==> src/line_buffer_params.svh <==
`ifndef LINE_BUFFER_PARAMS_SVH
`define LINE_BUFFER_PARAMS_SVH

// width, height, row and col counters
`define LB_W_SIZE      8
// tiled channel count
`define LB_W_CHANNEL   6

// one feature-map word
`define LB_IFM_DW      32

// feature-map RAM
`define LB_FM_AW       12
`define LB_FM_DEPTH    4096

// one row of width x channels elements
`define LB_ROW_AW      11
`define LB_ROW_DEPTH   2048

// axi read data carries one word per beat
`define LB_AXI_DW      `LB_IFM_DW

`endif

==> src/lb_data_pkg.sv <==
`include "line_buffer_params.svh"

package lb_data_pkg;

    // one feature-map element
    typedef logic [`LB_IFM_DW-1:0] ifm_word_t;

    // addresses
    typedef logic [`LB_FM_AW-1:0]  fm_addr_t;
    typedef logic [`LB_ROW_AW-1:0] row_addr_t;

    // geometry
    typedef logic [`LB_W_SIZE-1:0]    size_t;
    typedef logic [`LB_W_CHANNEL-1:0] chn_t;
    // width x channels
    typedef logic [`LB_W_SIZE+`LB_W_CHANNEL-1:0] stride_t;

endpackage

==> src/lb_ctrl_pkg.sv <==
package lb_ctrl_pkg;

    // role of a row buffer in the 3-row window
    typedef enum logic [1:0] {
        ROLE_ABV = 2'd0,
        ROLE_CUR = 2'd1,
        ROLE_BEL = 2'd2
    } row_role_e;

    // row-0 prefill
    typedef enum logic [1:0] {
        PF_IDLE = 2'd0,
        PF_RUN  = 2'd1,
        PF_DONE = 2'd2
    } prefill_state_e;

endpackage

==> src/prefill_ctrl.sv <==
`timescale 1ns/10ps

module prefill_ctrl (
    input  logic                  clk,
    input  logic                  rstn,
    input  logic                  csync_run,
    input  logic                  data_run,
    input  lb_data_pkg::stride_t   row_stride,
    output logic                  frame_start,
    output logic                  scan_start,
    output logic                  pf_active,
    output lb_data_pkg::row_addr_t pf_addr,
    output logic                  pf_wr_vld,
    output lb_data_pkg::row_addr_t pf_wr_addr,
    output logic                  csync_done
);

    import lb_data_pkg::*;
    import lb_ctrl_pkg::*;

    prefill_state_e state;
    logic           csync_d;
    logic           data_d;
    logic           armed;
    logic           last_addr;

    // --------------------
    // run edges
    // --------------------
    assign frame_start = csync_run & ~csync_d;
    // only the first data run of a frame, idle gaps inside a row do not count
    assign scan_start  = data_run & ~data_d & armed;

    always_ff @(posedge clk or negedge rstn) begin
        if (!rstn) begin
            csync_d <= 1'b0;
            data_d  <= 1'b0;
            armed   <= 1'b0;
        end else begin
            csync_d <= csync_run;
            data_d  <= data_run;
            if (frame_start) begin
                armed <= 1'b1;
            end else if (scan_start) begin
                armed <= 1'b0;
            end
        end
    end

    // --------------------
    // row-0 copy
    // --------------------
    assign last_addr = (stride_t'(pf_addr) == row_stride - 1'b1);
    assign pf_active = (state == PF_RUN);

    always_ff @(posedge clk or negedge rstn) begin
        if (!rstn) begin
            state   <= PF_IDLE;
            pf_addr <= '0;
        end else if (frame_start) begin
            state   <= PF_RUN;
            pf_addr <= '0;
        end else if (!csync_run || scan_start) begin
            state <= PF_IDLE;
        end else if (state == PF_RUN) begin
            pf_addr <= pf_addr + 1'b1;
            if (last_addr) begin
                state <= PF_DONE;
            end
        end
    end

    // row-buffer write waits for the RAM read
    always_ff @(posedge clk or negedge rstn) begin
        if (!rstn) begin
            pf_wr_vld <= 1'b0;
        end else begin
            pf_wr_vld <= pf_active;
        end
    end

    always_ff @(posedge clk) begin
        pf_wr_addr <= pf_addr;
    end

    assign csync_done = (state == PF_DONE) & csync_run;

endmodule

==> config.mk <==
export PLATFORM = sky130hd
export DESIGN_NAME = prefill_ctrl
export DESIGN_NICKNAME = d
export VERILOG_FILES = /design/src/lb_data_pkg.sv /design/src/lb_ctrl_pkg.sv /design/src/prefill_ctrl.sv
export VERILOG_INCLUDE_DIRS = /design/src
export SDC_FILE = /design/constraint.sdc
export NUM_CORES = 1
export LEC_CHECK = 0
export BUFFER_PORTS_ARGS = -buffer_cell sky130_fd_sc_hd__buf_2
export CAP_MARGIN = 15
export CORE_MARGIN = 3
export CORE_UTILIZATION = 30
export DETAILED_ROUTE_END_ITERATION = 16
export HOLD_SLACK_MARGIN = 0.02
export PLACE_DENSITY = 0.53
export SLEW_MARGIN = 5
export SYNTH_ARGS = -nofsm -noshare
export SYNTH_HDL_FRONTEND = slang
export SYNTH_SLANG_ARGS = --single-unit
==> constraint.sdc <==
create_clock -name clk -period 3.55 [get_ports clk]
set_clock_uncertainty 0.2 [all_clocks]
set_input_delay 0.355 -clock clk [delete_from_list [all_inputs] [get_ports clk]]
set_output_delay 0.355 -clock clk [all_outputs]
set_load 0.05 [all_outputs]
Word-level counts from Yosys, hierarchy flattened
Cells that the tools add are included.

storage, ports and cells
  bits in registers = 28
  input port bits = 18

cells by class
  add/sub/neg operators = 2
  eq/ne operators = 4
  multiplexer cells = 9
  bitwise operators = 6
  reductions and logical operators = 8

operators with widths
  cell                                                 number
  2-to-1 mux 11 bit                                    3
  equality test 11 x 14 -> 1 bit                       1
  subtractor 14 x 1 -> 14 bit, second input constant   1
  adder 11 x 1 -> 11 bit, second input constant        1
  2-to-1 mux 2 bit                                     4
  nonzero test 3 bit                                   2
  AND 1 bit                                            4
  AND reduction 2 bit                                  2
  nonzero test 2 bit                                   2
  equality test 2 x 1 -> 1 bit, second input constant  1
  equality test 2 bit, second input constant           1
  2-to-1 mux 1 bit                                     2
  inequality test 2 bit, second input constant         1
  inverter 1 bit                                       2
  logical NOT 1 bit                                    1
  logical OR 1 bit                                     1

Longest topological paths before layout
  word-level depth = 6
  depth in mapped cells = 9
  gate-level depth less buffers = 8

Worst setup path before layout
Ideal clock, no wire load.

  kind = register -> register
  start point = register state[1]
  end point = register pf_addr[8]
  setup time = 88 ps
  arrival = 2223 ps
  required time = 3262 ps
  path slack = 1039 ps
  cell stages (with the launch flop) = 7
  period minus slack after synthesis = 2511 ps
  cells stage by stage = dfrtp_1 -> nor2b_1 -> and3_1 -> buf_2 -> o211ai_1 -> or3_1 -> a21oi_1

on the way
  longest elaborated chain between the ends = 3

RTL lines
  item                           RTL line            RTL
  start: declaration             prefill_ctrl.sv:21  prefill_state_e state;
  start signal: assignment       prefill_ctrl.sv:58  state <= PF_IDLE;
  start signal: assignment       prefill_ctrl.sv:61  state <= PF_RUN;
  start signal: assignment       prefill_ctrl.sv:64  state <= PF_IDLE;
  equality test 2 x 1 -> 1 bit   -
  named net pf_active            prefill_ctrl.sv:11  output logic pf_active,
  nonzero test 2 bit (no line)   -
  AND reduction 2 bit (no line)  -
  end signal: assignment         prefill_ctrl.sv:66  pf_addr <= pf_addr + 1'b1;
  end: declaration               prefill_ctrl.sv:12  output lb_data_pkg::row_addr_t pf_addr,

The timed path passes the listed nets, and every way through them passes these cells.
A chain may end at the register's enable or synchronous reset.

Worst setup path after layout
  start point = input data_run
  end point = register pf_addr[8]

on the way
  longest elaborated chain between the ends = 5

RTL lines
  item                             RTL line            RTL
  start: declaration               prefill_ctrl.sv:7   input logic data_run,
  AND 1 bit (2 in a row)           prefill_ctrl.sv:32  assign scan_start = data_run & ~data_d & armed;
  logical OR 1 bit                 prefill_ctrl.sv:63  end else if (!csync_run || scan_start) begin
  inequality test 2 bit (no line)  -
  AND reduction 2 bit (no line)    -

Every way passes these cells.

==> impl_metrics.ini <==
[outcome]
outcome = complete, no violations

[floorplan]
rows = 25
io-pin-count = 45
coreArea_um2 = 4755
die_h_um = 76.57
die_area_um2 = 5862
start_util_pct = 31.42
die_w_um = 76.57

[sta]
finalSetupViolCount = 0
finalSetupTns_ns = 0
maxSlewViolCount = 0
relSlewSlack_pct = 67.76
worst_pin_slew_ns = 0.4815
fmax_ghz = 0.4384
rsz0062_at_grt = no
setup_slack_ns = 1.269
hold_slack_ns = 0.05758
final-hold-violation-count = 0
fin_crit_ns = 2.281
min_period_over_period_pct = 64.25

[cts]
root_buffer = clkbuf_8
cts_buffers = 3
cts_resized = 0
clock_path_buffers = 2
clkSinkCount = 28
cts_htree_levels = 1
cts_tree = built
clock_latency_ns = 0.27
clk_pin_slew_ns = 0.09

[global_routing]
grt_antenna_before_repair = 0
grt_max_degree = 18
grt_pass1_wl_mm = 5.733
grt_remaining_overflow = 0
grt_usage_pct = 11.86
grt_pass1_vias = 1197

[drt]
drt_iter0_drc = 32
viasPerCell = 4.757
wirelength_mm = 3.463
routedWlPerCell_um = 12.92
detail-route-antenna-nets = 0
drc = 0
dr.pass1.iters = 4
vias = 1275

[synth]
synth_enable_flop_cells = 0
ys.flop_type = dfrtp_1
synth_warnings = 0
synth_seq_cells = 28
synth_area_per_cell_um2 = 9.638
synth-simple-area-share_pct = 26.21
synthAdderAreaFrac_pct = 1.675
synth_top_family_by_area = simple AND/OR/NAND/NOR gates
synth_xor_area_share_pct = 10.55
ys_seq_area_share_pct = 43.22
syn_nets = 175
synth.distinct_cells = 44
synthesis.instances = 155
synthArstFlopShare_pct = 60.71
syn_area_um2 = 1494
synth_compound_area_share_pct = 10.89
muxShareOfSynthArea_pct = 3.434

[place]
place_area_um2 = 1775
place_hpwl_mm = 2.627
place_congestion = 0.7599
numPortBuffers = 44
placedCellCount = 262
place_ws_ns = 1.072

[worst_setup_path]
critPathMaxFanout = 6
rr_startpoint = pf_addr[6]
r2r_cells = 6
crit_path_end_kind = flop
startpoint_type = primary input
critPathKind = in -> reg
r2r_slack_ns = 1.48
r2r-end = state[1]
critPathRequiredTime_ns = 3.55
crit_arrival_ns = 2.28

[finish]
post-route-util_pct = 38.92
instances_no_fill = 268
multi_input_area_um2 = 788.3
n_antenna_cell = 0
drive_gt1_share_pct = 29.35
seq_area_um2 = 645.6
fillCellCount = 504
final_area_um2 = 1851
area_delta_synth_final_pct = 23.87
final_common_cell = buf_2
final_cell_mix = 44 x buf_2, 17 x dfrtp_1, 15 x nor2_1, 14 x xnor2_1
layout.nets = 222

[pwr]
pwr_density_cell_nw_per_um2 = 363.5
p_leak_nw = 0.8401
peakVddDrop_uv = 273.7
power_mw = 0.6727

[min_path]
hold_end = csync_d
hp-class = in -> reg
hold_depth = 1
hp-start = csync_run

[flow_run]
maxCapViolations = 0
==> how the worst max path moves through the flow <==
stage	cells after the start	startpoint	end	slack, ns
2_1_floorplan	6	state[1]	pf_addr[8]	1.04
3_3_place_gp	9	row_stride[0]	state[1]	1.18
3_5_place_dp	9	row_stride[0]	state[1]	1.07
4_1_cts	7	data_run	pf_addr[6]	1.26
5_1_grt	8	data_run	pf_addr[10]	1.13
6_report	7	data_run	pf_addr[8]	1.27
==> layer usage <==
metal	track usage [%]	wire length (um)
met1	15.81	1684
met2	18.19	1501
met3	3.428	217
met4	4.348	59
met5	0	0
==> Yosys cell counts, drive strengths merged, types with 2 or more instances <==
library cell   n  share of area (%)
nor3           7                2.7
or3            4                1.7
a31oi          2               0.84
nand3          5                1.7
a21oi          4                1.3
nor3b          2                1.0
nor2          15                3.8
o2111ai        2                1.6
nand4b         2                1.2
nand4          3                1.3
nor2b          5                2.1
ha             2                1.7
o21ai          5                1.7
buf            4                1.8
nor4b          2                2.2
and3           2               0.84
dfrtp         17                 28
inv            8                2.0
xor2           4                2.3
xnor2         14                8.2
dfxtp         11                 15
nor4           5                2.9
mux2i          4                2.7
nand2         12                3.2
==> cell type report <==
class,count,area share [%]
repair buffers,47,13.39
inverters,8,1.623
multi-input cells,114,42.60
clock buffers,4,2.975
flip-flops and latches,28,34.89
well taps,67,4.530
==> flip-flops by register name, indices dropped and copies added, names as in the netlist <==
name and flops:
csync_d 1, pf_wr_vld 1, pf_wr_addr 11, data_d 1, pf_addr 11, armed 1, state 2
==> worst max-delay path, cell delays in order <==
cell,delay [ns]
dlygate4sd3_1,0.53
buf_2,0.13
nand3b_1,0.16
and3_1,0.32
o211ai_1,0.24
or3_1,0.40
a21oi_1,0.14
==> repair_timing <==
item	CTS	global route
setup buffers	0	0
setup endpoints to repair	0	0
hold buffers	2	0
endpoints found under the hold margin	18	0
==> report_power, final <==
part           total (mW)  switching (mW)  internal (mW)
Combinational       0.134          0.0904         0.0441
Sequential          0.343          0.0132          0.330
Clock               0.195          0.0961         0.0992
Total               0.673           0.200          0.473
==> logic make-up (layout without fill, tap and decap cells) <==
family / after synthesis / after routing
simple gates: 68 / 68
flops: 28 / 28
compound gates: 21 / 21
xor+xnor: 18 / 18
buf+inv: 13 / 59
mux: 5 / 5
fa+ha+maj: 2 / 2
No activity file was read; power rests on OpenSTA's default activity.
