**config.mk**
```make
export PLATFORM = sky130hd
export DESIGN_NAME = ifm_loader
export DESIGN_NICKNAME = d
export VERILOG_FILES = /design/src/lb_data_pkg.sv /design/src/ifm_loader.sv
export VERILOG_INCLUDE_DIRS = /design/src
export SDC_FILE = /design/constraint.sdc
export NUM_CORES = 1
export LEC_CHECK = 0
export BUFFER_PORTS_ARGS = -buffer_cell sky130_fd_sc_hd__buf_2
export CAP_MARGIN = 20
export CORE_ASPECT_RATIO = 0.5
export CORE_MARGIN = 2
export CORE_UTILIZATION = 44
export DETAILED_ROUTE_END_ITERATION = 6
export PLACE_DENSITY = 0.82
export RECOVER_POWER = 100
export SLEW_MARGIN = 20
export SYNTH_ARGS = -nofsm -noshare
export SYNTH_HDL_FRONTEND = slang
export SYNTH_SLANG_ARGS = --single-unit
```
**constraint.sdc**
```tcl
create_clock -name clk -period 2.3 [get_ports clk]
set_input_delay 0.23 -clock clk [delete_from_list [all_inputs] [get_ports clk]]
set_output_delay 0.23 -clock clk [all_outputs]
set_load 0.05 [all_outputs]
```
**src/line_buffer_params.svh**
```systemverilog
`ifndef LINE_BUFFER_PARAMS_SVH
`define LINE_BUFFER_PARAMS_SVH

// width, height, row and col counters
`define LB_W_SIZE      8
// tiled channel count
`define LB_W_CHANNEL   6

// one feature-map word
`define LB_IFM_DW      32

// feature-map RAM
`define LB_FM_AW       12
`define LB_FM_DEPTH    4096

// one row of width x channels elements
`define LB_ROW_AW      11
`define LB_ROW_DEPTH   2048

// axi read data carries one word per beat
`define LB_AXI_DW      `LB_IFM_DW

`endif

```
**src/lb_data_pkg.sv**
```systemverilog
`include "line_buffer_params.svh"

package lb_data_pkg;

    // one feature-map element
    typedef logic [`LB_IFM_DW-1:0] ifm_word_t;

    // addresses
    typedef logic [`LB_FM_AW-1:0]  fm_addr_t;
    typedef logic [`LB_ROW_AW-1:0] row_addr_t;

    // geometry
    typedef logic [`LB_W_SIZE-1:0]    size_t;
    typedef logic [`LB_W_CHANNEL-1:0] chn_t;
    // width x channels
    typedef logic [`LB_W_SIZE+`LB_W_CHANNEL-1:0] stride_t;

endpackage

```
**src/ifm_loader.sv**
```systemverilog
`timescale 1ns/10ps

module ifm_loader (
    input  logic                  clk,
    input  logic                  rstn,
    input  logic                  load_ifm,
    input  lb_data_pkg::ifm_word_t axi_data,
    input  logic                  axi_vld,
    output logic                  fm_wr_en,
    output lb_data_pkg::fm_addr_t  fm_wr_addr,
    output lb_data_pkg::ifm_word_t fm_wr_data
);

    logic load_d;
    logic load_start;

    // new image begins on rise of the load level
    assign load_start = load_ifm & ~load_d;

    // --------------------
    // write strobe and address
    // --------------------
    always_ff @(posedge clk or negedge rstn) begin
        if (!rstn) begin
            load_d     <= 1'b0;
            fm_wr_en   <= 1'b0;
            fm_wr_addr <= '0;
        end else begin
            load_d   <= load_ifm;
            // only words seen while loading
            fm_wr_en <= load_ifm & axi_vld;
            // restart at 0, step after each write
            if (load_start) begin
                fm_wr_addr <= '0;
            end else if (fm_wr_en) begin
                fm_wr_addr <= fm_wr_addr + 1'b1;
            end
        end
    end

    // data word lines up with the strobe
    always_ff @(posedge clk) begin
        fm_wr_data <= axi_data;
    end

endmodule

```
; ---- Word-level counts from Yosys, hierarchy flattened
; Index checks and enable logic that the tools add are counted.
[classes]
n_addsub = 1
multipliers = 0
n_div = 0
n_lt_le_gt_ge = 0
eq_ne = 0
n_shift = 0
mux = 2
bitwise = 3
n_reduce_logical = 1
[ops]
columns = op, count
row1 = $mux W12, 2
row2 = $add A12 B1 Y12 const B, 1
row3 = $and A1 B1 Y1, 2
row4 = $reduce_bool A2 Y1, 1
row5 = $not A1 Y1, 1
[word_totals]
register_bits = 46
latch_bits = 0
ram_bits = 0
rom_bits = 0
word_cells = 11
mem_count = 0

; ---- Depth between registers and ports, before layout
[depth]
ltp_word = 3
ltp_mapped = 5
depth_no_buf = 5

; ---- Least setup slack after synthesis
; No wires, ideal clock.
[synth_path]
kind = register to register
from = reg fm_wr_en
to = reg fm_wr_addr[11]
setup_ps = 77
arrival_ps = 1627
t_required_ps = 2223
setup_slack_ps = 595
stages_incl_launch_ff = 6
path_buffers = 1
period_less_slack_ps = 1705
path_cell_list = dfrtp_1 buf_6 and4_4 nand4_1 or3_1 a21oi_1
[synth_between]
elab_chain_cells = 1
[synth_rtl]
columns = element, line_no
row1 = start: declaration, ifm_loader.sv:9  ; output logic fm_wr_en,
row2 = start signal: assignment, ifm_loader.sv:31  ; fm_wr_en <= load_ifm & axi_vld;
row3 = $reduce_bool A2 Y1 (no source line), --
row4 = end signal: assignment, ifm_loader.sv:36  ; fm_wr_addr <= fm_wr_addr + 1'b1;
row5 = end: declaration, ifm_loader.sv:10  ; output lb_data_pkg::fm_addr_t fm_wr_addr,
; No other way between the ends.
; A chain may end at the register's enable or synchronous reset.

; ---- Worst setup path in the final report
[layout_path]
from = reg fm_wr_en
to = out fm_wr_en
; No word-level cell between the ends.

==> metrics.md <==
| Metric | Value |
|---|---|
| Reg2Reg Depth | 4 |
| Peak supply drop | between 400 and 500 uV |
| Post-synthesis instance total | a little over 90 |
| Max-slew headroom | 0.466 |
| Clock tree root driver cell | sky130_fd_sc_hd__clkbuf_8 |
| Std-Cell Rows | 13 |
| Fin Clk Skew | 0.00586 ns |
| Final worst path period share | 0.673 |
| Synthesis-stage register bit count | between 40 and 50 |
| Cell Count, Final, Fillers Out | ~220 |
| Post-layout instance area | ~0.0018 mm^2 |
| Leading cell types by count after synthesis | 32 x sky130_fd_sc_hd__dfxtp_1, 14 x sky130_fd_sc_hd__dfrtp_1, 10 x sky130_fd_sc_hd__nor2_1 |
| Post-layout minimum cycle time | around 1.5 ns |
| Source-to-sink clock delay at the later pin of the worst-skew pair | 0.29 ns |
| Clk slew on worst S/H paths | roughly 0.080 ns |
| Number of nets still failing antenna checks after routing | 0 |
| Result of the run | completed |
| Number of antenna violations at the first check in global routing | 0 |
| Critical R2R Launch | fm_wr_en$_DFF_PN0_ |
| Distinct cell type count of the synthesized netlist | 21 |
| CP max stage delay | 0.52 ns |
| First-pass GRT wire length | slightly above 4000 um |
| CP required | between 2 and 2.5 ns |
| Most instantiated library cell after synthesis | sky130_fd_sc_hd__dfxtp_1 |
| Dominant cells by area after synthesis | sky130_fd_sc_hd__dfxtp_1 50%, sky130_fd_sc_hd__dfrtp_1 27%, sky130_fd_sc_hd__xor2_1 4.1% |
| Placed Cells | ~210 |
| Port Buf Inserts | 80 |
| Max Transition Viols Final | 0 |
| Critical path arrival | between 1 and 1.5 ns |
| Primary FF master, synth | sky130_fd_sc_hd__dfxtp_1 |
| Boundary Pins | slightly above 80 |
| Post-route DRC violation count | 0 |
| Final hold violations | 0 |
| Path category of the worst min-delay check | input port to register |
| Total leakage power | 0.794 nW |
| Synth-to-layout area growth | 38.3% |
| Cell Area, Placed | roughly 0.0017 mm^2 |
| Fraction of final layout cells sized beyond drive strength 1 | 0.222 |
| Number of warnings printed during yosys synthesis | 0 |
| Sequential-to-total area share from yosys stat | 0.772 |
| Total clock buffers created by CTS | 5 |
| Width of the die | about 80 um |
| Post-synthesis cell area | roughly 0.0013 mm^2 |
| Cell chain of the critical path | clkbuf_1 |
| Sum of routed wire length over all layers | roughly 2600 um |
| Maximum buffer depth of the clock tree | 2 |
| Worst-case hold path end point | fm_wr_data[23]$_DFF_P_ |
| Nets@finish | 216 |
| Vias per Instance | 4.52 |
| Proportion of netlist area held by the largest area contributor | 0.499 |
| Depth of the worst hold-timing path | 1 |
| Total grt overflow | 0 |
| Placeable core region | ~0.0027 mm^2 |
| Synth area leader | sky130_fd_sc_hd__dfxtp_1 |
| Diodes inserted | 0 |
| Element type at the critical path end | primary output |
| Mapped Nets | 130 |
| Total via count in the routed design | between 900 and 1000 |
| Number of flops mapped to enable cells by yosys | 0 |
| Maximum level of the CTS H-tree | 2 |
| Avg Cell Area, Syn | 13.8 um^2 |
| Number of gates resized after cts | 0 |
| Power per standard cell area | 938 mW/mm^2 |
| Height of the die | 42.2 um |
| CTS tree | done |
| Die Outline Area | 0.00339 mm^2 |
| Transition time at the pin with the least slew margin | between 0.7 and 0.8 ns |
| Combined global-route utilization of all metal layers | 0.158 |
| Post-CTS Hold Buffers | 1 |
| Cell with the largest stage delay on the worst path | sky130_fd_sc_hd__clkbuf_1 |
| Post-CTS setup-driven buffer insertion count | 0 |
| Number of global-route vias before repair | 915 |
| Detailed-router iteration count before antenna repair | 4 |
| Max Cap Violations | 0 |
| Top Family by Delay on Critical Path | buffers and inverters |
| Number of DRC markers after the initial detailed-route iteration | 35 |
| Filler Cell Count | between 200 and 250 |
| Reg-to-Reg End | fm_wr_addr[11]$_DFFE_PN0P_ |
| Unrepaired setup endpoints after global routing | no |
| Achievable Freq | roughly 650 MHz |
| Total power draw | 1.67 mW |
| Async S/R FF share, synth | 0.304 |
| Mean routed wirelength per cell | roughly 12 um |
| Critical path launch point type | register |
| GPL Wtd Cong | about 0.8 |
| WP buf/inv | 1 |
| Startpoint of the tightest hold check path | axi_data[23] |
| CP Class | register to primary output |
| Starting density of the core | 0.478 |
| HPWL Detailed | just under 2000 um |
| CTS sink count | 46 |
| Total negative slack for setup checks | 0 ns |
| Reg2reg setup slack | just over 0.8 ns |
| Pin count of the biggest net entering global routing | 15 |
| Final setup violation count | 0 |
| Highest fanout seen on the critical path | 9 |
## layer usage
| layer | GRT usage | routed length [um] | part of all wire | vias up |
|---|---|---|---|---|
| li1 | - | - | - | 479 |
| met3 | 0.0453 | 139 | 0.053 | 5 |
| met4 | 0.0712 | 33 | 0.013 | 0 |
| met2 | 0.273 | 1400 | 0.53 | 33 |
| met1 | 0.183 | 1060 | 0.40 | 464 |
| met5 | 0 | 0 | 0 | - |
## cells by family (layout without fill, tap and decap cells)
logic type                 count (synthesis)  in the layout  synth area share
DFF                                       46             46             0.772
and+or+nand+nor                           30             30             0.122
xor gates and xnor gates                   9              9            0.0614
AOI/OAI and AO/OA                          4              4            0.0156
buffers and inverters                      2             89            0.0117
adders and majority gates                  1              1           0.00975
muxes                                      1              1           0.00780
## cell usage in the layout (no fill, tap or decap)
cell and n:
sky130_fd_sc_hd__and2_1 1, sky130_fd_sc_hd__nor3b_1 1, sky130_fd_sc_hd__nor2_1 10, sky130_fd_sc_hd__nand2_1 2
sky130_fd_sc_hd__clkbuf_8 6, sky130_fd_sc_hd__and4_1 1, sky130_fd_sc_hd__clkbuf_16 1, sky130_fd_sc_hd__and3_1 1
sky130_fd_sc_hd__dfrtp_1 14, sky130_fd_sc_hd__or3_1 2, sky130_fd_sc_hd__nor3_1 1, sky130_fd_sc_hd__xnor2_1 3
sky130_fd_sc_hd__xor2_1 6, sky130_fd_sc_hd__dlygate4sd3_1 1, sky130_fd_sc_hd__o21ai_0 2, sky130_fd_sc_hd__clkbuf_1 48
sky130_fd_sc_hd__nand4_1 5, sky130_fd_sc_hd__mux2i_1 1, sky130_fd_sc_hd__ha_1 1, sky130_fd_sc_hd__nor2b_1 1
sky130_fd_sc_hd__dfxtp_1 32, sky130_fd_sc_hd__nand3_1 5, sky130_fd_sc_hd__buf_2 33, sky130_fd_sc_hd__a21oi_1 2
## per-stage QoR
stage          setup WS, ns  hold slack, ns   util
4_1_cts               0.844          0.0255  0.684
6_report              0.753          0.0333  0.662
2_1_floorplan         0.595         -0.0656      -
5_1_grt               0.701          0.0190  0.662
3_5_place_dp          0.851           0.137  0.639
3_3_place_gp          0.895           0.138  0.639
## power breakdown
group          leakage (nW)  internal [mW]  switching (mW)
Clock                0.0566          0.310           0.251
Sequential            0.460          0.842          0.0231
Combinational         0.277         0.0497           0.189
Total                 0.794           1.20           0.463
## worst max path at each step
stage                                       to  cells past startpoint                from
global placement    fm_wr_addr[11]$_DFFE_PN0P_                      4  fm_wr_en$_DFF_PN0_
CTS                 fm_wr_addr[11]$_DFFE_PN0P_                      4  fm_wr_en$_DFF_PN0_
floorplan           fm_wr_addr[11]$_DFFE_PN0P_                      5  fm_wr_en$_DFF_PN0_
finish                                fm_wr_en                      1  fm_wr_en$_DFF_PN0_
global route                          fm_wr_en                      1  fm_wr_en$_DFF_PN0_
detailed placement  fm_wr_addr[11]$_DFFE_PN0P_                      4  fm_wr_en$_DFF_PN0_
## cell type report
type,instances,area [um^2],area share
Clock buffer,8,111,0.0627
Sequential cell,46,991,0.558
Multi-Input combinational cell,45,275,0.155
Tap cell,37,46.3,0.0261
Timing Repair Buffer,81,352,0.198
## registers in the layout, indices dropped and copies added, names as in the netlist
register    flops
load_d          1
fm_wr_en        1
fm_wr_addr     12
fm_wr_data     32
No activity file was read; power rests on OpenSTA's default activity.
