$ cat config.mk
export PLATFORM = sky130hd
export DESIGN_NAME = window_addr_gen
export DESIGN_NICKNAME = d
export VERILOG_FILES = /design/src/lb_data_pkg.sv /design/src/window_addr_gen.sv
export VERILOG_INCLUDE_DIRS = /design/src
export SDC_FILE = /design/constraint.sdc
export NUM_CORES = 1
export LEC_CHECK = 0
export BUFFER_PORTS_ARGS = -buffer_cell sky130_fd_sc_hd__buf_2
export CORE_ASPECT_RATIO = 0.8
export CORE_UTILIZATION = 50
export DETAILED_ROUTE_END_ITERATION = 16
export GPL_ROUTABILITY_DRIVEN = 1
export HOLD_SLACK_MARGIN = 0.03
export PLACE_DENSITY = 0.85
export SYNTH_ARGS = -nofsm -noshare
export SYNTH_HDL_FRONTEND = slang
export SYNTH_SLANG_ARGS = --single-unit
export TNS_END_PERCENT = 5
$ cat constraint.sdc
create_clock -name clk -period 2.7 [get_ports clk]
set_input_delay 0.135 -clock clk [delete_from_list [all_inputs] [get_ports clk]]
set_output_delay 0.135 -clock clk [all_outputs]
set_load 0.005 [all_outputs]
$ cat src/line_buffer_params.svh
`ifndef LINE_BUFFER_PARAMS_SVH
`define LINE_BUFFER_PARAMS_SVH

// width, height, row and col counters
`define LB_W_SIZE      8
// tiled channel count
`define LB_W_CHANNEL   6

// one feature-map word
`define LB_IFM_DW      32

// feature-map RAM
`define LB_FM_AW       12
`define LB_FM_DEPTH    4096

// one row of width x channels elements
`define LB_ROW_AW      11
`define LB_ROW_DEPTH   2048

// axi read data carries one word per beat
`define LB_AXI_DW      `LB_IFM_DW

`endif

$ cat src/lb_data_pkg.sv
`include "line_buffer_params.svh"

package lb_data_pkg;

    // one feature-map element
    typedef logic [`LB_IFM_DW-1:0] ifm_word_t;

    // addresses
    typedef logic [`LB_FM_AW-1:0]  fm_addr_t;
    typedef logic [`LB_ROW_AW-1:0] row_addr_t;

    // geometry
    typedef logic [`LB_W_SIZE-1:0]    size_t;
    typedef logic [`LB_W_CHANNEL-1:0] chn_t;
    // width x channels
    typedef logic [`LB_W_SIZE+`LB_W_CHANNEL-1:0] stride_t;

endpackage

$ cat src/window_addr_gen.sv
`timescale 1ns/10ps

module window_addr_gen (
    input  logic                  clk,
    input  logic                  rstn,
    input  logic                  frame_start,
    input  logic                  pf_active,
    input  lb_data_pkg::row_addr_t pf_addr,
    input  logic                  data_run,
    input  lb_data_pkg::size_t     row,
    input  lb_data_pkg::size_t     col,
    input  lb_data_pkg::chn_t      chn,
    input  lb_data_pkg::chn_t      channel,
    input  lb_data_pkg::stride_t   row_stride,
    input  logic                  is_first_row,
    input  logic                  is_last_row,
    input  logic                  is_last_col,
    input  logic                  is_last_chn,
    output logic                  fm_rd_en,
    output lb_data_pkg::fm_addr_t  fm_rd_addr,
    output logic                  row_rd_en,
    output lb_data_pkg::row_addr_t row_rd_addr,
    output lb_data_pkg::row_addr_t row_wr_addr,
    output logic                  beat_vld_d,
    output logic                  first_row_d,
    output logic                  last_row_d,
    output logic                  row_advance_d
);

    import lb_data_pkg::*;

    stride_t   in_row;
    fm_addr_t  row_base;
    fm_addr_t  cur_base;
    fm_addr_t  below_addr;
    fm_addr_t  below_q;
    row_addr_t off_q;
    logic      s1_vld;
    logic      s1_first;
    logic      s1_last;
    logic      s1_end;

    // --------------------
    // addressing
    // --------------------
    // col x channels + chn, channel innermost
    assign in_row     = col * channel + chn;
    // row 0 always starts at address 0
    assign cur_base   = (row == '0) ? '0 : row_base;
    assign below_addr = cur_base + fm_addr_t'(in_row) + fm_addr_t'(row_stride);

    // base steps one stride at each row end
    always_ff @(posedge clk or negedge rstn) begin
        if (!rstn) begin
            row_base <= '0;
        end else if (frame_start) begin
            row_base <= '0;
        end else if (data_run && is_last_col && is_last_chn && !is_last_row) begin
            row_base <= cur_base + fm_addr_t'(row_stride);
        end
    end

    // stage 1 read addresses, write address one stage later
    always_ff @(posedge clk) begin
        off_q       <= row_addr_t'(in_row);
        below_q     <= below_addr;
        row_wr_addr <= off_q;
    end

    // --------------------
    // control pipe
    // --------------------
    always_ff @(posedge clk or negedge rstn) begin
        if (!rstn) begin
            s1_vld        <= 1'b0;
            s1_first      <= 1'b0;
            s1_last       <= 1'b0;
            s1_end        <= 1'b0;
            beat_vld_d    <= 1'b0;
            first_row_d   <= 1'b0;
            last_row_d    <= 1'b0;
            row_advance_d <= 1'b0;
        end else begin
            s1_vld        <= data_run;
            s1_first      <= is_first_row;
            s1_last       <= is_last_row;
            s1_end        <= is_last_col & is_last_chn;
            beat_vld_d    <= s1_vld;
            first_row_d   <= s1_first;
            last_row_d    <= s1_last;
            row_advance_d <= s1_vld & s1_end;
        end
    end

    // no row below the last one, so no feature-map read
    // prefill owns the read port while active
    assign fm_rd_en    = pf_active | (s1_vld & ~s1_last);
    assign fm_rd_addr  = pf_active ? fm_addr_t'(pf_addr) : below_q;
    assign row_rd_en   = s1_vld;
    assign row_rd_addr = off_q;

endmodule

== Word level (Yosys, flattened, before mapping) ==
Cells that the tools add are included.

* Input port bits: 62
* Bits in registers: 54

* Multiplexer cells: 4
* Reduce and logical (&&, ||, !) cells: 6
* Multiply operators: 1
* Bitwise logic cells: 5
* Add/subtract/negate cells: 4

{| class="wikitable"
|+ Operators by type and width
! cell !! count
|-
| 12-bit two-way mux || 4
|-
| 12-bit adder || 3
|-
| 12-bit by 6-bit adder with 12-bit output || 1
|-
| 8-bit by 6-bit multiplier with 12-bit output || 1
|-
| 8-bit zero test || 1
|-
| 1-bit bitwise AND || 3
|-
| 1-bit logical AND || 3
|-
| 2-bit nonzero test || 1
|-
| 1-bit zero test || 1
|-
| 1-bit NOT || 1
|-
| 1-bit bitwise OR || 1
|}

== Logic depth before layout (Yosys ltp) ==
Gate-level depths: netlist (run 1).

* Depth after elaboration: 5
* Depth in mapped cells: 23

== Least setup slack after synthesis (run 1) ==
OpenSTA, ideal clock, no wires.

* Path kind: input to register
* Start: in channel[0]
* End: reg below_q[11]
* Setup time: 0.121 ns
* Setup slack: -2.239 ns
* Buffers on the path: 0
* Arrival time: 4.818 ns
* Data required time: 2.579 ns
* Cell stages on the path: 19
* Cells stage by stage: and2_1 fa_1 inv_1 fa_1 inv_1 fa_1 inv_1 fa_1 inv_1 ha_1 a2111o_1 a31o_1 a21oi_2 xnor2_1 fa_1 ha_1 a21o_1 a31oi_1 xnor2_1

* Cells in the longest elaborated chain, start to end: 4

{| class="wikitable"
|+ Ends and longest elaborated chain
! element !! line !! RTL
|-
| start, declared || window_addr_gen.sv:13 || <nowiki>input lb_data_pkg::chn_t channel,</nowiki>
|-
| 8-bit by 6-bit multiplier with 12-bit output || window_addr_gen.sv:47 || <nowiki>assign in_row = col * channel + chn;</nowiki>
|-
| 12-bit by 6-bit adder with 12-bit output || window_addr_gen.sv:47 ||
|-
| net in_row[10] || window_addr_gen.sv:32 || <nowiki>stride_t in_row;</nowiki>
|-
| 12-bit adder (2 in a row) || window_addr_gen.sv:50 || <nowiki>assign below_addr = cur_base + fm_addr_t'(in_row) + fm_addr_t'(row_stride);</nowiki>
|-
| net below_addr[11] || window_addr_gen.sv:35 || <nowiki>fm_addr_t below_addr;</nowiki>
|-
| end signal, assigned || window_addr_gen.sv:66 || <nowiki>below_q <= below_addr;</nowiki>
|-
| end, declared || window_addr_gen.sv:36 || <nowiki>fm_addr_t below_q;</nowiki>
|}

The timed path passes the listed nets, and every way through them passes these cells.
A chain may end at the register's enable or synchronous reset.

== Final worst setup path (run 1) ==
* Start: in channel[1]
* End: reg below_q[11]

Same word-level chain as after synthesis.

==> summary.txt, run 1 <==
Status
  – Run status: finished with violations
  – Failing checks: negative setup slack

Detailed routing
  – Routed Antenna Nets: 0
  – Detailed-route vias per instance: 5.12
  – DRC violation count after routing: 0
  – Via count: 3704
  – Amount of wire on met2 after detailed routing: 5330 microns
  – Detailed router's first-iteration violation count: 185
  – Number of optimization iterations in the first detailed-route pass: 4
  – Routed wl met3: 443 microns
  – Post-detailed-route wirelength per cell: 14.7 microns
  – Detailed Route WL: 10600 microns
  – Met1 routed wirelength after detailed routing: 4450 microns
  – Highest routed layer: met4

Synth
  – Netlist Area Pre-Place: 4400 sq um
  – Most common flop cell mapped by yosys: sky130_fd_sc_hd__dfxtp_1
  – Combinational family with the most area after synthesis: adder cells
  – Share of the synthesized netlist area taken by xor and xnor gates: 6.17%
  – Count of state elements after synthesis: 54
  – Simple-gate share of the synthesized area: 15.1%
  – Multiplexer share of the synthesized area: 4.41%
  – Post-synth top area cell: sky130_fd_sc_hd__fa_1
  – Adder and majority gate portion of the synthesized area: 31.9%
  – Fraction of synthesized cell area taken by the top area cell type: 18.2%
  – Count of different cell masters after synthesis: 45
  – Largest cells by area after synthesis: sky130_fd_sc_hd__fa_1 18%, sky130_fd_sc_hd__dfxtp_1 15%, sky130_fd_sc_hd__ha_1 14%
  – Gate count after technology mapping: 450
  – Yosys warns: 0
  – Avg Inst Size Synth: 9.78 sq um
  – Number of nets produced by synthesis: 600
  – Sequential fraction of the synthesis area: 26.8%
  – Synthesized-area fraction occupied by ao, oa, aoi and oai cells: 9.04%
  – Number of flops mapped to enable cells by yosys: 0
  – Async SR Flop Fraction: 37.0%

STA
  – Final count of negative-setup-slack endpoints: 17
  – Number of endpoints with negative hold slack in the final report: 0
  – Relative slew slack: 37.7%
  – Highest clock rate: 203 MHz
  – Fraction of the cycle the final worst path needs: 183%
  – Final Worst Setup Slack: -2.23 ns
  – Number of max-slew violations in the final report: 0
  – Min Tclk post-route: 4.93 ns
  – Worst Hold Slack: 0.0519 ns
  – Setup total negative slack: -18.45 ns
  – Worst-case clock skew: 0.00689 ns
  – Transition time at the pin with the least slew margin: 0.932 ns
  – RSZ-0062 raised after global routing: yes

Worst setup path
  – Data required time at the worst endpoint: 2.92 ns
  – Classification of the worst setup path: input pin to flop
  – Max FO, Critical Path: 6
  – Arrival time of the worst setup path: 5.15 ns
  – FF-to-FF setup slack: -0.19 ns
  – Capture point of the worst reg-to-reg path: below_q[10]
  – Endpoint kind of the worst setup timing path: flop
  – Number of cells traversed by the worst register-to-register path: 12
  – Beginning of the worst register-to-register path: row_base[1]
  – Launching element type of the critical path: input pin

GRT
  – Number of global-route vias before repair: 3862
  – Total congestion overflow after global routing: 0
  – Largest net degree at the start of global routing: 23
  – Global-route wire length before repair: 17200 microns
  – All-Layer GR Usage: 24.0%
  – Number of antenna violations at the first check in global routing: 0

Die
  – Width of the die: 107 microns
  – I/O pin count: 102
  – Core area: 8520 sq um
  – Vertical die dimension: 85.9 microns
  – Initial cell density of the core: 51.6%
  – Total number of placement rows: 30
  – Die area: 9180 sq um

CTS
  – CTS Buffer Depth: 2
  – Depth of the CTS H-tree: 2
  – Clock tree from TritonCTS: done
  – Root buffer cell: sky130_fd_sc_hd__clkbuf_8
  – Clock transition at the registers of the reported paths: 0.11 ns
  – Clock Sinks: 54
  – Number of buffers created by CTS: 5
  – Clock latency on the worst-skew pair: 0.32 ns

Finish
  – Fillcell total: 624
  – Antenna cell count: 0
  – Share of layout cells above drive strength 1: 35.4%
  – Area growth syn-to-layout: 32.2%
  – Net total in the final layout: 760

Placement
  – DP HPWL: 8180 microns
  – Count of input and output buffers: 99
  – Final Wtd Congestion: 0.858

Pwr
  – Reported leakage power: 3.08 nW
  – Max IR drop VDD: 0.731 mV
  – Power Dens Cells: 1100 nW/um^2
  – Power, Total: 6.41 mW

Min path
  – Number of cells traversed by the worst hold path: 2
  – Worst hold start: is_last_chn
  – Class of the tightest hold or removal check: input pin to flop
  – Worst hold path endpoint: s1_end

Run
  – Max Cap Violations: 0
==> flip-flops by register name, indices dropped and copies added, names as in the netlist <==
signal,flops
row_rd_en,1
last_row_d,1
below_q,12
beat_vld_d,1
row_base,12
first_row_d,1
row_advance_d,1
s1_end,1
s1_last,1
row_rd_addr,11
s1_first,1
row_wr_addr,11
==> repair_timing <==
item,in CTS,in global routing
endpoints found under the setup margin,17,18
cloned,0,0
buffers inserted,0,0
hold buffers,4,0
endpoints found under the hold margin,23,0
pin swaps,5,10
gates resized for setup,17,18
==> cell usage after synthesis (3+ instances only) <==
master                     number
sky130_fd_sc_hd__mux2i_1        7
sky130_fd_sc_hd__inv_1         72
sky130_fd_sc_hd__xnor2_1       25
sky130_fd_sc_hd__a21oi_1       17
sky130_fd_sc_hd__dfxtp_1       34
sky130_fd_sc_hd__nor2_1        24
sky130_fd_sc_hd__a21o_1         7
sky130_fd_sc_hd__dfrtp_1       20
sky130_fd_sc_hd__nor2b_1        6
sky130_fd_sc_hd__o21ai_1        4
sky130_fd_sc_hd__o21bai_1       3
sky130_fd_sc_hd__and2_1        45
sky130_fd_sc_hd__o21a_1         3
sky130_fd_sc_hd__mux2_2        11
sky130_fd_sc_hd__nor3_1         8
sky130_fd_sc_hd__fa_1          40
sky130_fd_sc_hd__ha_1          48
sky130_fd_sc_hd__nand2_1       29
sky130_fd_sc_hd__a21oi_2        5
sky130_fd_sc_hd__xor2_1         6
sky130_fd_sc_hd__clkbuf_1       3
==> area by class of cell <==
cell class / instances / area [sq um] / area share (%)
timing repair buffer: 158 / 955 / 16.4
multi-input combinational: 319 / 3170 / 54.5
sequential: 54 / 1180 / 20.3
clock buffer: 5 / 68.8 / 1.18
tap: 112 / 140 / 2.41
inverter: 72 / 270 / 4.65
clock inverter: 3 / 28.8 / 0.495
==> cell families (layout without fill, tap and decap cells) <==
| group | after synthesis | count (layout) |
|---|---|---|
| XOR/XNOR | 31 | 31 |
| multiplexers | 18 | 18 |
| adder cells (fa/ha/maj) | 88 | 88 |
| flip-flops | 54 | 54 |
| AO/OA/AOI/OAI | 56 | 56 |
| AND/OR/NAND/NOR | 126 | 126 |
| buffers and inverters | 77 | 238 |
==> cell usage in the layout (no fill, tap or decap), drive strengths merged, types with 11 or more instances in the layout <==
| master | n |
|---|---|
| mux2 | 11 |
| dfxtp | 34 |
| nor2 | 24 |
| a21oi | 22 |
| ha | 48 |
| nand2 | 29 |
| dfrtp | 20 |
| fa | 40 |
| xnor2 | 25 |
| and2 | 45 |
| inv | 74 |
| buf | 154 |
==> per-stage QoR <==
step | cell area (sq um) | cells | utilization [%] | worst slack (ns)
after floorplan | 4440 | 450 | - | -2.09
after global placement | 5470 | 711 | 64.2 | -2.33
after detailed placement | 5470 | 711 | 64.2 | -2.49
after CTS | 5720 | 723 | 67.2 | -2.13
after global routing | 5820 | 723 | 68.3 | -2.43
final | 5820 | 723 | 68.3 | -2.23
==> metal layers <==
layer | vias up | track usage (%)
met1 | 1781 | 29.1
met4 | 0 | 10.1
met2 | 112 | 42.4
met5 | - | 0
met3 | 37 | 3.80
li1 | 1774 | -
==> critical path, stage by stage <==
cell and delay (ns):
sky130_fd_sc_hd__buf_2 0.15, sky130_fd_sc_hd__and2_4 0.15, sky130_fd_sc_hd__fa_1 0.51, sky130_fd_sc_hd__inv_2 0.04
sky130_fd_sc_hd__fa_1 0.52, sky130_fd_sc_hd__inv_1 0.05, sky130_fd_sc_hd__fa_1 0.48, sky130_fd_sc_hd__inv_1 0.05
sky130_fd_sc_hd__fa_1 0.49, sky130_fd_sc_hd__inv_2 0.04, sky130_fd_sc_hd__ha_4 0.22, sky130_fd_sc_hd__a2111o_1 0.40
sky130_fd_sc_hd__nand2_1 0.15, sky130_fd_sc_hd__xnor2_2 0.15, sky130_fd_sc_hd__inv_1 0.08, sky130_fd_sc_hd__fa_1 0.48
sky130_fd_sc_hd__inv_1 0.05, sky130_fd_sc_hd__ha_1 0.28, sky130_fd_sc_hd__nor2b_1 0.16, sky130_fd_sc_hd__nor2_1 0.08
sky130_fd_sc_hd__a21oi_2 0.18, sky130_fd_sc_hd__a31oi_1 0.13, sky130_fd_sc_hd__xnor2_1 0.15
==> worst max path at each step <==
stage,startpoint,endpoint,slack (ns),cells past startpoint
final,channel[1],below_q[11],-2.23,23
after global routing,channel[1],below_q[11],-2.43,23
after CTS,channel[0],below_q[11],-2.13,22
after detailed placement,channel[0],below_q[11],-2.49,22
after global placement,channel[0],below_q[11],-2.33,22
after floorplan,channel[0],below_q[11],-2.09,21
==> power by group <==
group          switching (mW)  internal, mW
registers              0.0824          1.10
logic                    2.31          2.42
clock network           0.305         0.195
total                    2.70          3.71
Power figures use the tool's default switching activity.
==> run 2: changes to the inputs <==
--- a/config.mk
+++ b/config.mk
@@ -6,9 +6,11 @@
 export SDC_FILE = /design/constraint.sdc
 export NUM_CORES = 1
 export LEC_CHECK = 0
+export ABC_AREA = 1
 export BUFFER_PORTS_ARGS = -buffer_cell sky130_fd_sc_hd__buf_2
 export CORE_ASPECT_RATIO = 0.8
-export CORE_UTILIZATION = 50
+export CORE_UTILIZATION = 51
+export CTS_CLUSTER_DIAMETER = 150
 export DETAILED_ROUTE_END_ITERATION = 16
 export GPL_ROUTABILITY_DRIVEN = 1
 export HOLD_SLACK_MARGIN = 0.03
==> constraint.sdc (replaced) <==
create_clock -name clk -period 4.3 [get_ports clk]
set_input_delay 0.215 -clock clk [delete_from_list [all_inputs] [get_ports clk]]
set_output_delay 0.215 -clock clk [all_outputs]
set_load 0.005 [all_outputs]
==> summary.txt, run 2 <==
Status
  – Run status: finished with violations
  – Failing checks: negative setup slack

STA
  – Fraction of the cycle the final worst path needs: 119%
  – Number of max-slew violations in the final report: 0
  – Highest clock rate: 195 MHz
  – Worst Hold Slack: 0.0341 ns
  – RSZ-0062 raised after global routing: yes
  – Number of endpoints with negative hold slack in the final report: 0
  – Transition time at the pin with the least slew margin: 0.531 ns
  – Final count of negative-setup-slack endpoints: 7
  – Worst-case clock skew: 0.00999 ns
  – Relative slew slack: 64.6%
  – Final Worst Setup Slack: -0.827 ns
  – Min Tclk post-route: 5.13 ns

Placement
  – Placed Cells incl. Taps: 895
  – Final Wtd Congestion: 0.929
  – Count of input and output buffers: 99
  – Placed standard-cell area: 5770 sq um
  – DP HPWL: 9760 microns

Synth
  – Gate count after technology mapping: 642
  – Netlist Area Pre-Place: 4740 sq um
  – Async SR Flop Fraction: 37.0%
  – Simple-gate share of the synthesized area: 21.4%
  – Count of state elements after synthesis: 54
  – Adder and majority gate portion of the synthesized area: 29.5%
  – Number of nets produced by synthesis: 792
  – Yosys warns: 0
  – Share of the synthesized netlist area taken by xor and xnor gates: 3.30%
  – Largest cells by area after synthesis: sky130_fd_sc_hd__fa_1 17%, sky130_fd_sc_hd__dfxtp_1 14%, sky130_fd_sc_hd__nand2_1 14%
  – Multiplexer share of the synthesized area: 0%
  – Combinational family with the most area after synthesis: adder cells
  – Count of different cell masters after synthesis: 36
  – Synthesized-area fraction occupied by ao, oa, aoi and oai cells: 6.96%
  – Commonest cells in the netlist: 172 x sky130_fd_sc_hd__nand2_1, 162 x sky130_fd_sc_hd__inv_1, 48 x sky130_fd_sc_hd__ha_1, 40 x sky130_fd_sc_hd__fa_1, 38 x sky130_fd_sc_hd__nor2_1
  – Sequential fraction of the synthesis area: 24.9%
  – Most common flop cell mapped by yosys: sky130_fd_sc_hd__dfxtp_1
  – Fraction of synthesized cell area taken by the top area cell type: 16.9%
  – Most frequently used cell type in the post-synthesis netlist: sky130_fd_sc_hd__nand2_1
  – Number of flops mapped to enable cells by yosys: 0
  – Avg Inst Size Synth: 7.39 sq um
  – Post-synth top area cell: sky130_fd_sc_hd__fa_1

Die
  – Die area: 9700 sq um
  – Total number of placement rows: 31
  – Vertical die dimension: 88.3 microns
  – Width of the die: 110 microns
  – Initial cell density of the core: 52.5%
  – Core area: 9040 sq um
  – I/O pin count: 102

Pwr
  – Max IR drop VDD: 0.595 mV
  – Reported leakage power: 3.70 nW
  – Power Dens Cells: 805 nW/um^2

Finish
  – Most common cell after layout, fill and taps aside: sky130_fd_sc_hd__nand2_1
  – Antenna cell count: 0
  – Net total in the final layout: 944
  – Final core utilization: 69.7%
  – Final instance count without filler cells: 910
  – Area growth syn-to-layout: 32.9%
  – Leading cell types in the layout, fill and taps excluded: 158 x sky130_fd_sc_hd__nand2_1, 150 x sky130_fd_sc_hd__inv_1, 95 x sky130_fd_sc_hd__buf_2
  – Post-route cell area: 6300 sq um
  – Share of layout cells above drive strength 1: 29.3%
  – Registers with the highest flip-flop counts: below_q (12), row_base (12)

Worst setup path
  – Max FO, Critical Path: 3
  – Launching element type of the critical path: input pin
  – Cell at the slowest stage of the critical path: sky130_fd_sc_hd__fa_2
  – Classification of the worst setup path: input pin to flop
  – Number of cells on the critical path: 29
  – Number of buffers and inverters on the critical path: 7
  – Number of cells traversed by the worst register-to-register path: 15
  – Data required time at the worst endpoint: 4.55 ns
  – Endpoint kind of the worst setup timing path: flop
  – Critical Path Max Stage Delay: 0.61 ns
  – Arrival time of the worst setup path: 5.38 ns
  – Most used cell, CP: sky130_fd_sc_hd__inv_2
  – Family with the most delay on the worst path: adder cells

Detailed routing
  – DRC violation count after routing: 0
  – Post-detailed-route wirelength per cell: 15.0 microns
  – Highest routed layer: met4
  – Detailed router's first-iteration violation count: 303
  – Via count: 4699
  – Routed wl met3: 1030 microns
  – Detailed-route vias per instance: 5.16
  – Number of optimization iterations in the first detailed-route pass: 5
  – Amount of wire on met2 after detailed routing: 6730 microns
  – Routed Antenna Nets: 0
  – Met1 routed wirelength after detailed routing: 5230 microns
  – Detailed Route WL: 13600 microns

GRT
  – All-Layer GR Usage: 27.6%
  – Number of antenna violations at the first check in global routing: 0
  – Largest net degree at the start of global routing: 21
  – Global-route wire length before repair: 20500 microns
  – Total congestion overflow after global routing: 0
  – Number of global-route vias before repair: 4661

Min path
  – Class of the tightest hold or removal check: input pin to flop
  – Number of cells traversed by the worst hold path: 1

CTS
  – Depth of the CTS H-tree: 2
  – Clock transition at the registers of the reported paths: 0.08 ns
  – Number of buffers created by CTS: 5
  – Clock tree from TritonCTS: done
  – Root buffer cell: sky130_fd_sc_hd__clkbuf_16
  – Clock latency on the worst-skew pair: 0.30 ns
  – CTS Buffer Depth: 2
  – Clock Sinks: 54

Run
  – Max Cap Violations: 0
==> run 2: final timing paths <==
kind,startpoint,to,slack [ns]
worst min register to register,row_rd_addr[2],row_wr_addr[2],0.35
worst max register to register,row_base[3],below_q[10],1.71
worst min-delay path,data_run,row_rd_en,0.03
max in group asynchronous,rstn,row_base[1],3.56
worst max-delay path,col[5],below_q[11],-0.83
min in group asynchronous,rstn,row_rd_en,0.40
==> run 2: area by class of cell <==
type	instances	area, sq um
Multi-Input combinational cell	414	3250
Clock buffer	6	150
Tap cell	115	144
Fill cell	667	2730
Sequential cell	54	1180
Timing Repair Buffer	154	946
Inverter	165	619
Clock inverter	2	17.5
==> run 2: cell families (layout without fill, tap and decap cells) <==
group / after synthesis / in the layout
AO/OA/AOI/OAI: 60 / 60
XOR/XNOR: 17 / 17
adder cells (fa/ha/maj): 88 / 88
buffers and inverters: 174 / 327
flip-flops: 54 / 54
AND/OR/NAND/NOR: 249 / 249
==> run 2: per-layer routing <==
layer / up-vias / global-route usage, %
met5: - / 0
met4: 0 / 11.8
met3: 58 / 6.19
met2: 243 / 48.2
met1: 2180 / 32.8
li1: 2218 / -
==> run 2: repair_timing <==
item | 4_1_cts | 5_1_grt
hold buffers | 2 | 0
resized for setup | 39 | 31
endpoints found under the setup margin | 6 | 8
hold endpoints to repair | 21 | 0
buffers inserted | 3 | 2
pin swaps | 33 | 18
==> run 2: worst register-to-register path: cells and delay by family (launching register included) <==
kind | cells | cell delay (ns)
DFF | 1 | 0.33
adders and majority gates | 2 | 0.87
xor gates and xnor gates | 1 | 0.15
and+or+nand+nor | 8 | 0.75
AOI/OAI and AO/OA | 1 | 0.21
buffers and inverters | 3 | 0.18
==> run 2: power by group <==
part	total [mW]	leakage [nW]	internal [mW]	switching, mW
combinational	3.86	3.07	1.85	2.01
clock	0.464	0.0845	0.257	0.207
sequential	0.751	0.549	0.695	0.0560
total	5.07	3.70	2.80	2.27
==> run 2: stage by stage <==
stage	power, mW	worst slack [ns]	setup TNS [ns]
after floorplan	2.46	-0.629	-2.75
after global placement	3.48	-0.780	-4.07
after detailed placement	3.62	-0.948	-5.07
after CTS	4.56	-0.539	-2.13
after global routing	5.42	-0.937	-4.36
final	5.07	-0.827	-3.39
==> run 3: changes to the inputs <==
--- a/config.mk
+++ b/config.mk
@@ -6,15 +6,14 @@
 export SDC_FILE = /design/constraint.sdc
 export NUM_CORES = 1
 export LEC_CHECK = 0
-export ABC_AREA = 1
 export BUFFER_PORTS_ARGS = -buffer_cell sky130_fd_sc_hd__buf_2
 export CORE_ASPECT_RATIO = 0.8
-export CORE_UTILIZATION = 51
+export CORE_UTILIZATION = 50
 export CTS_CLUSTER_DIAMETER = 150
 export DETAILED_ROUTE_END_ITERATION = 16
 export GPL_ROUTABILITY_DRIVEN = 1
 export HOLD_SLACK_MARGIN = 0.03
-export PLACE_DENSITY = 0.85
+export PLACE_DENSITY = 0.82
 export SYNTH_ARGS = -nofsm -noshare
 export SYNTH_HDL_FRONTEND = slang
 export SYNTH_SLANG_ARGS = --single-unit
==> constraint.sdc (replaced) <==
create_clock -name clk -period 5.3 [get_ports clk]
set_input_delay 0.265 -clock clk [delete_from_list [all_inputs] [get_ports clk]]
set_output_delay 0.265 -clock clk [all_outputs]
set_load 0.005 [all_outputs]
==> summary.txt, run 3 (same netlist as run 1, synthesis figures left out) <==
Status
  – Run status: finished clean

STA
  – Worst-case clock skew: 0.0125 ns
  – Final count of negative-setup-slack endpoints: 0
  – Fraction of the cycle the final worst path needs: 95.5%
  – Number of endpoints with negative hold slack in the final report: 0
  – Number of max-slew violations in the final report: 0
  – Setup total negative slack: 0 ns
  – Worst Hold Slack: 0.0474 ns
  – RSZ-0062 raised after global routing: no
  – Transition time at the pin with the least slew margin: 0.921 ns
  – Final Worst Setup Slack: 0.236 ns
  – Highest clock rate: 197 MHz
  – Min Tclk post-route: 5.06 ns
  – Relative slew slack: 38.4%

Worst setup path
  – Arrival time of the worst setup path: 5.32 ns
  – Classification of the worst setup path: input pin to flop
  – Beginning of the worst register-to-register path: row_base[2]
  – FF-to-FF setup slack: 2.34 ns
  – Critical path launch point: channel[0]
  – Endpoint kind of the worst setup timing path: flop
  – Data required time at the worst endpoint: 5.55 ns
  – Max FO, Critical Path: 4
  – Launching element type of the critical path: input pin

Placement
  – Placed standard-cell area: 5140 sq um
  – Placed Cells incl. Taps: 673
  – Final Wtd Congestion: 0.882
  – Count of input and output buffers: 99
  – Pre-CTS setup slack: -0.117 ns
  – DP HPWL: 7580 microns

Min path
  – Class of the tightest hold or removal check: input pin to flop
  – Worst hold start: is_first_row

Detailed routing
  – Detailed-route vias per instance: 5.14
  – Detailed router's first-iteration violation count: 80
  – Detailed Route WL: 9030 microns
  – Number of optimization iterations in the first detailed-route pass: 4
  – Routed Antenna Nets: 0
  – Via count: 3514
  – DRC violation count after routing: 0
  – Post-detailed-route wirelength per cell: 13.2 microns

Finish
  – Antenna cell count: 0
  – Area growth syn-to-layout: 20.1%
  – Share of layout cells above drive strength 1: 26.3%
  – Leading cell types in the layout, fill and taps excluded: 99 x sky130_fd_sc_hd__buf_2, 72 x sky130_fd_sc_hd__inv_1, 47 x sky130_fd_sc_hd__ha_1
  – Fillcell total: 709
  – Final instance count without filler cells: 683
  – Most common cell after layout, fill and taps aside: sky130_fd_sc_hd__buf_2
  – Final core utilization: 62.0%
  – Registers with the highest flip-flop counts: below_q (12), row_base (12)
  – Net total in the final layout: 720
  – Post-route cell area: 5280 sq um

Die
  – Width of the die: 107 microns
  – Core area: 8520 sq um
  – Vertical die dimension: 85.9 microns
  – Initial cell density of the core: 51.6%
  – Total number of placement rows: 30
  – I/O pin count: 102
  – Die area: 9180 sq um

CTS
  – Number of buffers created by CTS: 5
  – Clock latency on the worst-skew pair: 0.33 ns
  – Root buffer cell: sky130_fd_sc_hd__clkbuf_8
  – Clock Sinks: 54
  – Depth of the CTS H-tree: 2
  – CTS Buffer Depth: 2
  – Clock transition at the registers of the reported paths: 0.11 ns
  – Clock tree from TritonCTS: done

Run
  – Max Cap Violations: 0

Pwr
  – Power Dens Cells: 512 nW/um^2
  – Reported leakage power: 2.84 nW
  – Max IR drop VDD: 0.415 mV
  – Power, Total: 2.70 mW

GRT
  – Number of global-route vias before repair: 3505
  – Largest net degree at the start of global routing: 23
  – Number of antenna violations at the first check in global routing: 0
  – Total congestion overflow after global routing: 0
  – All-Layer GR Usage: 20.9%
  – Global-route wire length before repair: 15100 microns
==> run 3: changes by cell type in the layout (fill, tap and decap cells not counted), moves of 11 or more <==
cell / previous run / this run
sky130_fd_sc_hd__mux2_2: 0 / 11
sky130_fd_sc_hd__inv_2: 14 / 0
sky130_fd_sc_hd__xnor2_1: 4 / 25
sky130_fd_sc_hd__and2_1: 1 / 45
sky130_fd_sc_hd__buf_4: 52 / 18
sky130_fd_sc_hd__nand3_1: 17 / 1
sky130_fd_sc_hd__inv_1: 150 / 72
sky130_fd_sc_hd__nor2_1: 35 / 23
sky130_fd_sc_hd__nand2_2: 14 / 0
sky130_fd_sc_hd__nand2_1: 158 / 29
==> run 3: layout make-up <==
class | count | area (sq um) | area share (%)
Multi-Input combinational cell | 319 | 2950 | 55.9
Sequential cell | 54 | 1180 | 22.4
Tap cell | 112 | 140 | 2.65
Inverter | 72 | 270 | 5.12
Timing Repair Buffer | 118 | 641 | 12.1
Clock inverter | 3 | 28.8 | 0.545
Clock buffer | 5 | 68.8 | 1.30
==> run 3: repair_timing <==
item                                    CTS  global route
hold buffers                              1             0
gates resized for setup                   0             4
endpoints found under the hold margin    20             0
buffers inserted                          0             1
endpoints found under the setup margin    0             1
==> run 3: worst max-delay path, stage by stage <==
cell and delay, ns:
sky130_fd_sc_hd__buf_2 0.13, sky130_fd_sc_hd__and2_1 0.17, sky130_fd_sc_hd__fa_1 0.53, sky130_fd_sc_hd__inv_1 0.05
sky130_fd_sc_hd__fa_1 0.55, sky130_fd_sc_hd__inv_1 0.06, sky130_fd_sc_hd__fa_1 0.47, sky130_fd_sc_hd__inv_1 0.05
sky130_fd_sc_hd__fa_1 0.47, sky130_fd_sc_hd__inv_1 0.06, sky130_fd_sc_hd__ha_4 0.27, sky130_fd_sc_hd__a21oi_1 0.05
sky130_fd_sc_hd__o21bai_1 0.16, sky130_fd_sc_hd__xor2_1 0.22, sky130_fd_sc_hd__inv_1 0.08, sky130_fd_sc_hd__fa_1 0.48
sky130_fd_sc_hd__inv_1 0.04, sky130_fd_sc_hd__ha_1 0.22, sky130_fd_sc_hd__a2111o_1 0.38, sky130_fd_sc_hd__a31o_1 0.25
sky130_fd_sc_hd__a21oi_2 0.18, sky130_fd_sc_hd__xnor2_1 0.16
==> run 3: routing by layer <==
| metal | up-vias | share of wire, % | global-route usage [%] |
|---|---|---|---|
| met5 | - | 0 | 0 |
| met4 | 0 | 2.2 | 7.60 |
| met3 | 19 | 4.8 | 3.88 |
| met2 | 100 | 50 | 36.8 |
| met1 | 1701 | 43 | 25.8 |
| li1 | 1694 | - | - |
==> run 3: final timing paths <==
path                                        to  depth (start not counted)
worst max-delay path               below_q[10]                         22
worst min-delay path                  s1_first                          1
worst max register to register     below_q[10]                         11
worst min register to register  row_wr_addr[0]                          0
max in group asynchronous              s1_last                          2
min in group asynchronous         row_base[10]                          2
==> run 3: power breakdown <==
part | total [mW] | internal, mW | switching [mW]
Combinational | 1.85 | 0.929 | 0.917
Sequential | 0.609 | 0.561 | 0.0479
Clock | 0.248 | 0.0982 | 0.150
